**config.mk**
```make
export PLATFORM = sky130hd
export DESIGN_NAME = lsu_top
export DESIGN_NICKNAME = d
export VERILOG_FILES = /design/src/design/lsq_pkg.sv /design/src/design/dport_pkg.sv /design/src/design/lsq_fifo.sv /design/src/design/lsq_load_formatter.sv /design/src/design/lsq_queue.sv /design/src/design/lsq_data_ram.sv /design/src/design/lsu_top.sv
export VERILOG_INCLUDE_DIRS = /design/src /design/src/design
export SDC_FILE = /design/constraint.sdc
export NUM_CORES = 2
export LEC_CHECK = 0
export BUFFER_PORTS_ARGS = -buffer_cell sky130_fd_sc_hd__buf_2
export CAP_MARGIN = 25
export CORE_MARGIN = 5
export CORE_UTILIZATION = 45
export DETAILED_ROUTE_END_ITERATION = 8
export SLEW_MARGIN = 20
export SYNTH_ARGS = -nofsm -noshare
export SYNTH_HDL_FRONTEND = slang
export SYNTH_HIERARCHICAL = 1
export SYNTH_SLANG_ARGS = --single-unit
```
**constraint.sdc**
```tcl
create_clock -name clk_i -period 9.6 [get_ports clk_i]
set_input_delay 1.92 -clock clk_i [delete_from_list [all_inputs] [get_ports clk_i]]
set_output_delay 1.92 -clock clk_i [all_outputs]
set_load 0.1 [all_outputs]
```
**src/design/lsq_settings.svh**
```systemverilog
// load/store unit settings
`ifndef LSQ_SETTINGS_SVH
`define LSQ_SETTINGS_SVH

// data and address width
`define LSQ_XLEN 32

// entries in every queue fifo
`define LSQ_FIFO_DEPTH 4

// data ram size in words
// word indices at or above this fault
`define LSQ_RAM_WORDS 64

`endif

```
**src/design/lsq_pkg.sv**
```systemverilog
// load/store operation types
`include "lsq_settings.svh"

package lsq_pkg;

    typedef logic [`LSQ_XLEN-1:0] lsq_word_t;

    // loads keep their rv32 funct3 codes
    // stores take the three codes rv32 loads leave free
    typedef enum logic [2:0] {
        LB  = 3'b000,
        LH  = 3'b001,
        LW  = 3'b010,
        SB  = 3'b011,
        LBU = 3'b100,
        LHU = 3'b101,
        SH  = 3'b110,
        SW  = 3'b111
    } mem_op_t;

    // one accepted execute-stage operation
    // data holds the store data, or rd for a load
    typedef struct packed {
        lsq_word_t addr;
        lsq_word_t data;
        mem_op_t   op;
        logic      store;
    } req_entry_t;

    // what writeback needs to format a load response
    typedef struct packed {
        logic [1:0] offset;
        logic [4:0] rd;
        mem_op_t    op;
    } rsp_ctrl_t;

endpackage

```
**src/design/dport_pkg.sv**
```systemverilog
// data port types

package dport_pkg;

    // access size on the request channel
    typedef enum logic [1:0] {
        DSIZE_BYTE = 2'b00,
        DSIZE_HALF = 2'b01,
        DSIZE_WORD = 2'b10
    } dsize_t;

endpackage

```
**src/design/lsq_fifo.sv**
```systemverilog
// generic synchronous fifo
`include "lsq_settings.svh"

module lsq_fifo #(
    parameter type payload_t = logic [`LSQ_XLEN-1:0]
) (
    input  logic     clk_i,
    input  logic     rst_n_i,
    input  logic     wr_i,
    input  payload_t din_i,
    output logic     full_o,
    input  logic     rd_i,
    output payload_t dout_o,
    output logic     empty_o
);

    localparam int DEPTH = `LSQ_FIFO_DEPTH;
    localparam int PTR_W = (DEPTH > 1) ? $clog2(DEPTH) : 1;
    localparam int CNT_W = $clog2(DEPTH + 1);

    payload_t         mem_q [DEPTH];
    logic [PTR_W-1:0] wr_ptr_q;
    logic [PTR_W-1:0] rd_ptr_q;
    logic [CNT_W-1:0] count_q;
    logic             push;
    logic             pop;

    // wrap at depth even when it is not a power of two
    function automatic logic [PTR_W-1:0] ptr_next(input logic [PTR_W-1:0] ptr);
        if (ptr == PTR_W'(DEPTH - 1)) begin
            return '0;
        end
        return ptr + 1'b1;
    endfunction

    assign full_o  = (count_q == CNT_W'(DEPTH));
    assign empty_o = (count_q == '0);
    assign push    = wr_i & ~full_o;
    assign pop     = rd_i & ~empty_o;
    assign dout_o  = mem_q[rd_ptr_q];

    always_ff @(posedge clk_i) begin
        if (push) begin
            mem_q[wr_ptr_q] <= din_i;
        end
    end

    always_ff @(posedge clk_i or negedge rst_n_i) begin
        if (!rst_n_i) begin
            wr_ptr_q <= '0;
            rd_ptr_q <= '0;
            count_q  <= '0;
        end else begin
            if (push) begin
                wr_ptr_q <= ptr_next(wr_ptr_q);
            end
            if (pop) begin
                rd_ptr_q <= ptr_next(rd_ptr_q);
            end
            // count only moves when exactly one side is active
            case ({push, pop})
                2'b10:   count_q <= count_q + 1'b1;
                2'b01:   count_q <= count_q - 1'b1;
                default: count_q <= count_q;
            endcase
        end
    end

endmodule

```
**src/design/lsq_load_formatter.sv**
```systemverilog
// load response formatter

module lsq_load_formatter (
    input  logic [1:0]         offset_i,
    input  lsq_pkg::mem_op_t   op_i,
    input  lsq_pkg::lsq_word_t word_i,
    output lsq_pkg::lsq_word_t data_o
);

    import lsq_pkg::*;

    lsq_word_t justified;

    // bring the addressed lane down to bit 0
    assign justified = word_i >> {offset_i, 3'b000};

    // signed sources widen with their sign bit
    always_comb begin
        case (op_i)
            LB: begin
                data_o = lsq_word_t'(signed'(justified[7:0]));
            end
            LH: begin
                data_o = lsq_word_t'(signed'(justified[15:0]));
            end
            LBU: begin
                data_o = lsq_word_t'(justified[7:0]);
            end
            LHU: begin
                data_o = lsq_word_t'(justified[15:0]);
            end
            default: begin
                // offset is always zero for LW
                data_o = justified;
            end
        endcase
    end

endmodule

```
**src/design/lsq_queue.sv**
```systemverilog
// load/store queue

module lsq_queue (
    input  logic                 clk_i,
    input  logic                 rst_n_i,
    // execute stage
    input  logic                 exs_valid_i,
    output logic                 exs_ready_o,
    input  logic                 exs_store_i,
    input  lsq_pkg::mem_op_t     exs_op_i,
    input  logic [4:0]           exs_rd_i,
    input  lsq_pkg::lsq_word_t   exs_addr_i,
    input  lsq_pkg::lsq_word_t   exs_store_data_i,
    output logic                 idle_o,
    // writeback and faults
    output logic                 wb_valid_o,
    output logic [4:0]           wb_rd_o,
    output lsq_pkg::lsq_word_t   wb_data_o,
    output logic                 laf_o,
    output logic                 saf_o,
    // data port
    output logic                 dreq_valid_o,
    input  logic                 dreq_ready_i,
    output logic                 dreq_write_o,
    output dport_pkg::dsize_t    dreq_size_o,
    output lsq_pkg::lsq_word_t   dreq_addr_o,
    output lsq_pkg::lsq_word_t   dreq_data_o,
    input  logic                 drsp_valid_i,
    output logic                 drsp_ready_o,
    input  logic                 drsp_rerr_i,
    input  logic                 drsp_werr_i,
    input  lsq_pkg::lsq_word_t   drsp_data_i
);

    import lsq_pkg::*;
    import dport_pkg::*;

    logic       req_wr;
    req_entry_t req_din;
    req_entry_t req_dout;
    logic       req_full;
    logic       req_empty;
    logic       request;

    rsp_ctrl_t  ctrl_din;
    rsp_ctrl_t  ctrl_dout;
    logic       ctrl_full;
    logic       ctrl_empty;

    lsq_word_t  data_din;
    lsq_word_t  data_dout;
    logic       data_full;
    logic       data_empty;
    logic       rsp_accept;

    // the ram answers one access at a time
    logic       pend_valid_q;
    logic       pend_store_q;

    // ------------------------------
    // request fifo
    // ------------------------------
    assign exs_ready_o = ~req_full;
    assign req_wr      = exs_valid_i & exs_ready_o;

    always_comb begin
        req_din.addr  = exs_addr_i;
        req_din.data  = exs_store_i ? exs_store_data_i : lsq_word_t'(exs_rd_i);
        req_din.op    = exs_op_i;
        req_din.store = exs_store_i;
    end

    lsq_fifo #(.payload_t(req_entry_t)) u_req_fifo (
        .clk_i   (clk_i),
        .rst_n_i (rst_n_i),
        .wr_i    (req_wr),
        .din_i   (req_din),
        .full_o  (req_full),
        .rd_i    (request),
        .dout_o  (req_dout),
        .empty_o (req_empty)
    );

    // ------------------------------
    // data port control
    // ------------------------------
    assign dreq_valid_o = ~req_empty & ~ctrl_full;
    assign request      = dreq_valid_o & dreq_ready_i;
    assign dreq_write_o = req_dout.store;
    assign dreq_addr_o  = req_dout.addr;
    assign dreq_data_o  = req_dout.data;

    always_comb begin
        case (req_dout.op)
            LB, LBU, SB: dreq_size_o = DSIZE_BYTE;
            LH, LHU, SH: dreq_size_o = DSIZE_HALF;
            default:     dreq_size_o = DSIZE_WORD;
        endcase
    end

    // store responses never need room in the data fifo
    assign drsp_ready_o = pend_store_q | ~data_full;
    assign rsp_accept   = drsp_valid_i & drsp_ready_o;
    assign laf_o        = rsp_accept & drsp_rerr_i;
    assign saf_o        = rsp_accept & drsp_werr_i;

    always_ff @(posedge clk_i or negedge rst_n_i) begin
        if (!rst_n_i) begin
            pend_valid_q <= 1'b0;
            pend_store_q <= 1'b0;
        end else if (request) begin
            pend_valid_q <= 1'b1;
            pend_store_q <= dreq_write_o;
        end else if (rsp_accept) begin
            pend_valid_q <= 1'b0;
            pend_store_q <= 1'b0;
        end
    end

    assign idle_o = req_empty & ctrl_empty & data_empty & ~pend_valid_q;

    // ------------------------------
    // response fifos
    // ------------------------------
    always_comb begin
        ctrl_din.offset = req_dout.addr[1:0];
        ctrl_din.rd     = req_dout.data[4:0];
        ctrl_din.op     = req_dout.op;
    end

    lsq_fifo #(.payload_t(rsp_ctrl_t)) u_ctrl_fifo (
        .clk_i   (clk_i),
        .rst_n_i (rst_n_i),
        .wr_i    (request & ~req_dout.store),
        .din_i   (ctrl_din),
        .full_o  (ctrl_full),
        .rd_i    (wb_valid_o),
        .dout_o  (ctrl_dout),
        .empty_o (ctrl_empty)
    );

    // faulting load returns zero
    assign data_din = drsp_rerr_i ? '0 : drsp_data_i;

    lsq_fifo #(.payload_t(lsq_word_t)) u_data_fifo (
        .clk_i   (clk_i),
        .rst_n_i (rst_n_i),
        .wr_i    (rsp_accept & ~pend_store_q),
        .din_i   (data_din),
        .full_o  (data_full),
        .rd_i    (wb_valid_o),
        .dout_o  (data_dout),
        .empty_o (data_empty)
    );

    // ------------------------------
    // writeback
    // ------------------------------
    assign wb_valid_o = ~data_empty;
    assign wb_rd_o    = ctrl_dout.rd;

    lsq_load_formatter u_formatter (
        .offset_i (ctrl_dout.offset),
        .op_i     (ctrl_dout.op),
        .word_i   (data_dout),
        .data_o   (wb_data_o)
    );

endmodule

```
**src/design/lsq_data_ram.sv**
```systemverilog
// local data memory
`include "lsq_settings.svh"

module lsq_data_ram (
    input  logic               clk_i,
    input  logic               rst_n_i,
    input  logic               dreq_valid_i,
    output logic               dreq_ready_o,
    input  logic               dreq_write_i,
    input  dport_pkg::dsize_t  dreq_size_i,
    input  lsq_pkg::lsq_word_t dreq_addr_i,
    input  lsq_pkg::lsq_word_t dreq_data_i,
    output logic               drsp_valid_o,
    input  logic               drsp_ready_i,
    output logic               drsp_rerr_o,
    output logic               drsp_werr_o,
    output lsq_pkg::lsq_word_t drsp_data_o
);

    import lsq_pkg::*;
    import dport_pkg::*;

    localparam int IDX_W = $clog2(`LSQ_RAM_WORDS);

    lsq_word_t        mem_q [`LSQ_RAM_WORDS];
    logic [IDX_W-1:0] idx;
    logic             in_range;
    logic             access;
    logic [3:0]       lane_en;
    lsq_word_t        lane_data;

    assign idx      = dreq_addr_i[IDX_W+1:2];
    assign in_range = (dreq_addr_i[`LSQ_XLEN-1:2] < `LSQ_RAM_WORDS);
    // next request may enter while the held response leaves
    assign dreq_ready_o = ~drsp_valid_o | drsp_ready_i;
    assign access       = dreq_valid_i & dreq_ready_o;

    // byte lanes touched by a store
    always_comb begin
        case (dreq_size_i)
            DSIZE_BYTE: lane_en = 4'b0001 << dreq_addr_i[1:0];
            DSIZE_HALF: lane_en = 4'b0011 << {dreq_addr_i[1], 1'b0};
            default:    lane_en = 4'b1111;
        endcase
    end

    assign lane_data = dreq_data_i << {dreq_addr_i[1:0], 3'b000};

    always_ff @(posedge clk_i) begin
        if (access && dreq_write_i && in_range) begin
            for (int b = 0; b < 4; b++) begin
                if (lane_en[b]) begin
                    mem_q[idx][8*b +: 8] <= lane_data[8*b +: 8];
                end
            end
        end
    end

    // registered read word
    always_ff @(posedge clk_i) begin
        if (access) begin
            drsp_data_o <= mem_q[idx];
        end
    end

    always_ff @(posedge clk_i or negedge rst_n_i) begin
        if (!rst_n_i) begin
            drsp_valid_o <= 1'b0;
            drsp_rerr_o  <= 1'b0;
            drsp_werr_o  <= 1'b0;
        end else if (access) begin
            drsp_valid_o <= 1'b1;
            drsp_rerr_o  <= ~dreq_write_i & ~in_range;
            drsp_werr_o  <= dreq_write_i & ~in_range;
        end else if (drsp_ready_i) begin
            drsp_valid_o <= 1'b0;
        end
    end

endmodule

```
**src/design/lsu_top.sv**
```systemverilog
// load/store unit with data memory

module lsu_top (
    input  logic               clk_i,
    input  logic               rst_n_i,
    input  logic               exs_valid_i,
    output logic               exs_ready_o,
    input  logic               exs_store_i,
    input  lsq_pkg::mem_op_t   exs_op_i,
    input  logic [4:0]         exs_rd_i,
    input  lsq_pkg::lsq_word_t exs_addr_i,
    input  lsq_pkg::lsq_word_t exs_store_data_i,
    output logic               idle_o,
    output logic               wb_valid_o,
    output logic [4:0]         wb_rd_o,
    output lsq_pkg::lsq_word_t wb_data_o,
    output logic               laf_o,
    output logic               saf_o
);

    import lsq_pkg::*;
    import dport_pkg::*;

    // ------------------------------
    // data port
    // ------------------------------
    logic      dreq_valid;
    logic      dreq_ready;
    logic      dreq_write;
    dsize_t    dreq_size;
    lsq_word_t dreq_addr;
    lsq_word_t dreq_data;
    logic      drsp_valid;
    logic      drsp_ready;
    logic      drsp_rerr;
    logic      drsp_werr;
    lsq_word_t drsp_data;

    lsq_queue u_queue (
        .clk_i            (clk_i),
        .rst_n_i          (rst_n_i),
        .exs_valid_i      (exs_valid_i),
        .exs_ready_o      (exs_ready_o),
        .exs_store_i      (exs_store_i),
        .exs_op_i         (exs_op_i),
        .exs_rd_i         (exs_rd_i),
        .exs_addr_i       (exs_addr_i),
        .exs_store_data_i (exs_store_data_i),
        .idle_o           (idle_o),
        .wb_valid_o       (wb_valid_o),
        .wb_rd_o          (wb_rd_o),
        .wb_data_o        (wb_data_o),
        .laf_o            (laf_o),
        .saf_o            (saf_o),
        .dreq_valid_o     (dreq_valid),
        .dreq_ready_i     (dreq_ready),
        .dreq_write_o     (dreq_write),
        .dreq_size_o      (dreq_size),
        .dreq_addr_o      (dreq_addr),
        .dreq_data_o      (dreq_data),
        .drsp_valid_i     (drsp_valid),
        .drsp_ready_o     (drsp_ready),
        .drsp_rerr_i      (drsp_rerr),
        .drsp_werr_i      (drsp_werr),
        .drsp_data_i      (drsp_data)
    );

    lsq_data_ram u_ram (
        .clk_i        (clk_i),
        .rst_n_i      (rst_n_i),
        .dreq_valid_i (dreq_valid),
        .dreq_ready_o (dreq_ready),
        .dreq_write_i (dreq_write),
        .dreq_size_i  (dreq_size),
        .dreq_addr_i  (dreq_addr),
        .dreq_data_i  (dreq_data),
        .drsp_valid_o (drsp_valid),
        .drsp_ready_i (drsp_ready),
        .drsp_rerr_o  (drsp_rerr),
        .drsp_werr_o  (drsp_werr),
        .drsp_data_o  (drsp_data)
    );

endmodule

```
Word level (Yosys, flattened, before mapping) --
Memories as Yosys holds them, arrays and structs flattened. A register that Yosys moved wholly into a read port is not among the register bits. Index checks and enable logic that the tools add are counted.
Word-level totals: input port bits 76, register bits after elaboration 26, memories 4, bits in writable memories 2488, logic and storage cells 160, output and inout bits 42
Memory list:
- u_ram.mem_q | words 64, width 32, rd ports 1, clocked after memory_dff 1, wr ports 1, RTL line lsq_data_ram.sv:25 | lsq_word_t mem_q [`LSQ_RAM_WORDS];
- u_queue.u_req_fifo.mem_q | words 4, width 68, rd ports 1, clocked after memory_dff 0, wr ports 1, RTL line lsq_fifo.sv:21 | payload_t mem_q [DEPTH];
- u_queue.u_data_fifo.mem_q | words 4, width 32, rd ports 1, clocked after memory_dff 0, wr ports 1, RTL line lsq_fifo.sv:21
- u_queue.u_ctrl_fifo.mem_q | words 4, width 10, rd ports 1, clocked after memory_dff 0, wr ports 1, RTL line lsq_fifo.sv:21
Operators by class: reductions and logical operators 15, eq/ne operators 24, order comparisons 1, bitwise gates (word level) 31, shift operators 4, $add $sub $neg 12, multiplexer cells 55
Operators with widths (count):
- $pmux W32 S4 | 1
- $mux W32 | 2
- $mux W1 | 35
- $shl A32 B5 Y32 | 1
- $shr A32 B5 Y32 | 1
- $lt A30 B7 Y1 const B | 1
- $eq A3 B3 Y1 const B | 8
- $mux W2 | 12
- $and A1 B1 Y1 | 18
- $eq A2 B2 Y1 const B | 9
- $pmux W3 S2 | 3
- $logic_not A3 Y1 | 5
- $add A2 B1 Y2 const B | 6
- $not A1 Y1 | 11
- $reduce_bool A2 Y1 | 5
- $add A3 B1 Y3 const B | 3
- $sub A3 B1 Y3 const B | 3
- $eq A2 B1 Y1 const B | 4
- $pmux W4 S2 | 1
- $eq A3 B1 Y1 const B | 2
- $reduce_or A3 Y1 | 2
- $pmux W2 S2 | 1
- $shl A1 B2 Y4 const A | 1
- $shl A2 B2 Y4 const A | 1
- 4 further kinds | 6

Longest topological paths before layout --
depth in word-level cells 9, mapped depth 14, mapped depth without buffers 14

By module --
Netlist, hierarchy kept.
By module, submodules not included:
- lsq_data_ram | cells each 4594, area an instance 80399.6 µm², seq. area each 62535.0 µm², times used 1
- lsq_fifo (u_queue.u_req_fifo) | cells each 398, area an instance 10236.1 µm², seq. area each 8343.0 µm², times used 1
- lsq_fifo (u_queue.u_data_fifo) | cells each 210, area an instance 5069.9 µm², seq. area each 4018.9 µm², times used 1
- lsq_fifo (u_queue.u_ctrl_fifo) | cells each 94, area an instance 1895.6 µm², seq. area each 1376.3 µm², times used 1
- lsq_load_formatter | cells each 107, area an instance 704.4 µm², seq. area each 0.0 µm², times used 1
- lsq_queue | cells each 94, area an instance 669.4 µm², seq. area each 50.0 µm², times used 1

Worst setup path after synthesis --
Ideal clock, no wire load.
path kind reg2out, start register u_queue.u_ctrl_fifo.rd_ptr_q[0], end output port wb_data_o[10], data arrival time 4864 ps, stages on the path, launching flop included 8, data required time 7680 ps, slack 2816 ps, cell sequence dfrtp_1 -> buf_2 -> mux4_2 -> buf_6 -> mux2i_4 -> mux2i_1 -> a21boi_2 -> nor2_1
RTL lines:
- start: declaration | RTL line lsq_fifo.sv:23 | logic [PTR_W-1:0] rd_ptr_q;
- start signal: assignment | RTL line lsq_fifo.sv:58 | rd_ptr_q <= ptr_next(rd_ptr_q);
- end: declaration | RTL line lsu_top.sv:16 | output lsq_pkg::lsq_word_t wb_data_o,

==> results.sh <==
export IMPL_grt_antenna_before_repair=27
export IMPL_critPathLaunchType="register"
export IMPL_numCtsBuffers=279
export IMPL_swShare_pct=40.63
export IMPL_nNetsFinal=5723
export IMPL_clock_latency_ps=940
export IMPL_synth_ff_latch_count=2546
export IMPL_hold_violations=0
export IMPL_die_area_um2=229400
export IMPL_yosys_top_cells_area="edfxtp_1 76%, mux4_2 4.9%, a221oi_1 2.4%, a22oi_1 2.1%, mux2i_1 1.6%"
export IMPL_rsz0062_at_grt="no"
export IMPL_slew_violations=0
export IMPL_clock_sinks=2546
export IMPL_power_net_switching_w=0.01770
export IMPL_avgRoutedWirePerCell_um=33.08
export IMPL_seqPwrFrac_pct=36.8
export IMPL_area_growth_pct=12.26
export IMPL_p_int_w=0.02587
export IMPL_setup_tns_final_ps=0
export IMPL_clkPwrFrac_pct=22.7
export IMPL_hpwl_mm=172.4
export IMPL_syn_inst=5497
export IMPL_yosysSeqAreaShare_pct=77.11
export IMPL_grt_max_degree=132
export IMPL_coreArea_um2=219300
export IMPL_async_flop_share_pct=1.021
export IMPL_dieWidth_um=479.0
export IMPL_min_path_type="reg -> reg"
export IMPL_regArea_um2=76330
export IMPL_cts_root_buffer="clkbuf_16"
export IMPL_finalSetupViolations=0
export IMPL_slowest_delay_ps=970
export IMPL_cts_tree="built"
export IMPL_worstSetupPathType="reg -> out"
export IMPL_via_per_inst=6.328
export IMPL_fin_util_pct=50.67
export IMPL_pwr_share_comb_pct=40.4
export IMPL_synth_ff_type="edfxtp_1"
export IMPL_worst_setup_path_end_kind="output port"
export IMPL_first_global_vias=53410
export IMPL_tightestPinTransition_ps=1146
export IMPL_synth_net_count=5594
export IMPL_drt_antenna_violating_nets=0
export IMPL_drc=0
export IMPL_ys_warn_count=6
export IMPL_avgSynthCellArea_um2=18.01
export IMPL_dp_cells=8214
export IMPL_cts_resized=0
export IMPL_num_vias=55230
export IMPL_routed_wl_mm=288.7
export IMPL_fin_skew_ps=66.58
export IMPL_grt_ovfl_total=0
export IMPL_fin_crit_ps=6240
export IMPL_crit_path_max_fanout=34
export IMPL_yosys_area_top_type="edfxtp_1"
export IMPL_critPathSlowestCell="mux4_2"
export IMPL_syn_area_um2=98970
export IMPL_port_buffers=117
export IMPL_clock_fmax_mhz=160.3
export IMPL_synth_top_cell_area_share_pct=76.46
export IMPL_p_per_area_nw_per_um2=392.1
export IMPL_fp_row_count=172
export IMPL_required_ps=7680
export IMPL_htreeDepth=5
export IMPL_path_clk_slew_ps=60
export IMPL_num_fill_cells=17570
export IMPL_gp_congestion=0.8729
export IMPL_drive_above_1_share_pct=17.48
export IMPL_post_route_period_util_pct=65.00
export IMPL_cap_viol_max_count=0
export IMPL_cts_setup_buffers=0
export IMPL_synth_edf_count=2520
export IMPL_multi_input_area_um2=21160
export IMPL_synth_cell_types=79
export IMPL_hold_buffers=0
export IMPL_slew_headroom_pct=23.39
export IMPL_crit_chain="mux4_2 -> mux2i_1 -> mux2i_1 -> o211ai_2 -> o21ai_0 -> buf_2"
export IMPL_dr_pass1_iters=9
export IMPL_status="completed"
export IMPL_die_y_um=479.0
export IMPL_layoutNonFillerInstCount=8728
export IMPL_track_usage_pct=24.62
export IMPL_cpMostUsedCell="mux2i_1"
export IMPL_ioPinCount=118
export IMPL_ctsLongestPathBuffers=4
export IMPL_grt_pass1_wl_mm=404.2
export IMPL_peakVddDrop_mv=1.023
export IMPL_arrival_ps=4320
export IMPL_start_util_pct=45.13
export IMPL_drt_iter0_markers=7349
export IMPL_power_leakage_nw=35.17
==> Yosys cell counts (all sizes together) (4+ instances only) <==
cell type,instances
ha,18
mux4,216
a221oi,275
nand3,19
o211ai,4
dfrtp,26
a221o,29
and3,30
a211oi,27
mux2,131
nand4,46
nor2b,50
nor4,6
xor2,6
a22o,50
nor3,19
o211a,14
nand2b,10
a2bb2oi,14
and2b,9
inv,32
edfxtp,2520
a222oi,28
or3b,5
xnor2,4
a22oi,278
mux2i,161
buf,197
clkbuf,184
o22ai,11
a21oi,200
and2,47
nor2,376
o21ai,164
nand2,212
nor3b,4
a311oi,4
o2bb2ai,43
==> path summary, 6_finish.rpt <==
path                                                              from                                           to  slack [ps]  cells after the start
min                                   u_queue/pend_valid_q$_DFFE_PN0P_             u_queue/pend_valid_q$_DFFE_PN0P_         490                      1
max reg2reg                 u_queue/u_req_fifo/rd_ptr_q[0]$_DFFE_PN0P_                 u_ram/mem_q[33][8]$_DFFE_PP_        3830                      6
min reg2reg                           u_queue/pend_valid_q$_DFFE_PN0P_             u_queue/pend_valid_q$_DFFE_PN0P_         490                      1
min in group asynchronous                                      rst_n_i  u_queue/u_data_fifo/rd_ptr_q[1]$_DFFE_PN0P_        1030                      1
max in group asynchronous                                      rst_n_i   u_queue/u_req_fifo/rd_ptr_q[0]$_DFFE_PN0P_        8100                      1
max                        u_queue/u_ctrl_fifo/rd_ptr_q[0]$_DFFE_PN0P_                                wb_data_o[20]        3360                      6
==> registers in the layout (all words and copies together), names as in the netlist, 2 cells and up <==
| name | cells |
|---|---|
| u_queue/u_ctrl_fifo/count_q | 3 |
| u_queue/u_ctrl_fifo/mem_q | 40 |
| u_queue/u_ctrl_fifo/rd_ptr_q | 2 |
| u_queue/u_ctrl_fifo/wr_ptr_q | 2 |
| u_queue/u_data_fifo/count_q | 3 |
| u_queue/u_data_fifo/mem_q | 128 |
| u_queue/u_data_fifo/rd_ptr_q | 2 |
| u_queue/u_data_fifo/wr_ptr_q | 2 |
| u_queue/u_req_fifo/count_q | 3 |
| u_queue/u_req_fifo/mem_q | 272 |
| u_queue/u_req_fifo/rd_ptr_q | 2 |
| u_queue/u_req_fifo/wr_ptr_q | 2 |
| u_ram/drsp_data_o | 32 |
| u_ram/mem_q | 2048 |
==> critical path, delay by kind of cell (launching register included) <==
kind            cells  cell delay [ps]
buf+inv             1              340
flops               1              820
compound gates      2              760
mux                 3             1450
==> area by class of cell <==
type	instances	area share (%)
flip-flops and latches	2546	68.70
clock buffers	343	6.615
multi-input cells	2538	19.04
diodes	45	0.1013
inverters	32	0.1149
clock inverters	124	0.8254
repair buffers	229	1.367
well taps	2871	3.233
==> cells in the final DEF (no fill, tap or decap), types with 43 or more instances in the layout <==
master,count
a21oi_1,192
a221oi_1,273
a22o_1,50
a22oi_1,278
buf_2,117
buf_4,105
clkbuf_1,58
clkbuf_16,285
clkinv_1,62
diode_2,45
edfxtp_1,2520
mux2_2,111
mux2i_1,160
mux4_2,212
nand2_1,212
nand4_1,46
nor2_1,361
nor2b_1,44
o21ai_0,119
o2bb2ai_1,43
==> through the flow <==
step	area [um2]	hold WS [ps]	total power [W]	setup slack, ps
after global placement	102600	474.4	0.03350	3472
after CTS	111000	493.2	0.04352	3250
after global routing	111100	509.2	0.04490	3018
final	111100	490.1	0.04357	3360
after detailed placement	102700	479.5	0.03368	3896
after floorplan	98970	442.3	0.02681	2816
==> power groups by stage <==
stage          clock network, W  registers (W)  logic, W
2_1_floorplan                 0         0.0162    0.0106
3_3_place_gp                  0         0.0163    0.0172
3_5_place_dp                  0         0.0163    0.0174
4_1_cts                  0.0101         0.0160    0.0174
5_1_grt                  0.0105         0.0161    0.0183
6_report                0.00990         0.0160    0.0176
==> metal layers <==
layer / global-route usage [%] / share of wire, % / up-vias
met5: 0 / 0.025 / -
met4: 12.08 / 5.5 / 12
met3: 6.033 / 11 / 594
met2: 37.01 / 45 / 3263
met1: 33.87 / 39 / 28630
li1: - / - / 22730
==> kinds of logic (layout without fill, tap and decap cells) <==
logic type                 count (synthesis)  in the layout  synth area share [%]
DFF                                     2546           2546                 77.11
AOI/OAI and AO/OA                       1157           1157                 8.557
and+or+nand+nor                          842            842                 3.909
muxes                                    508            508                 8.081
buffers and inverters                    413            728                 1.963
adders and majority gates                 21             21                0.2882
xor gates and xnor gates                  10             10               0.08849
other                                      0             45                     0
Note: power is estimated with default switching activity, not from simulation.
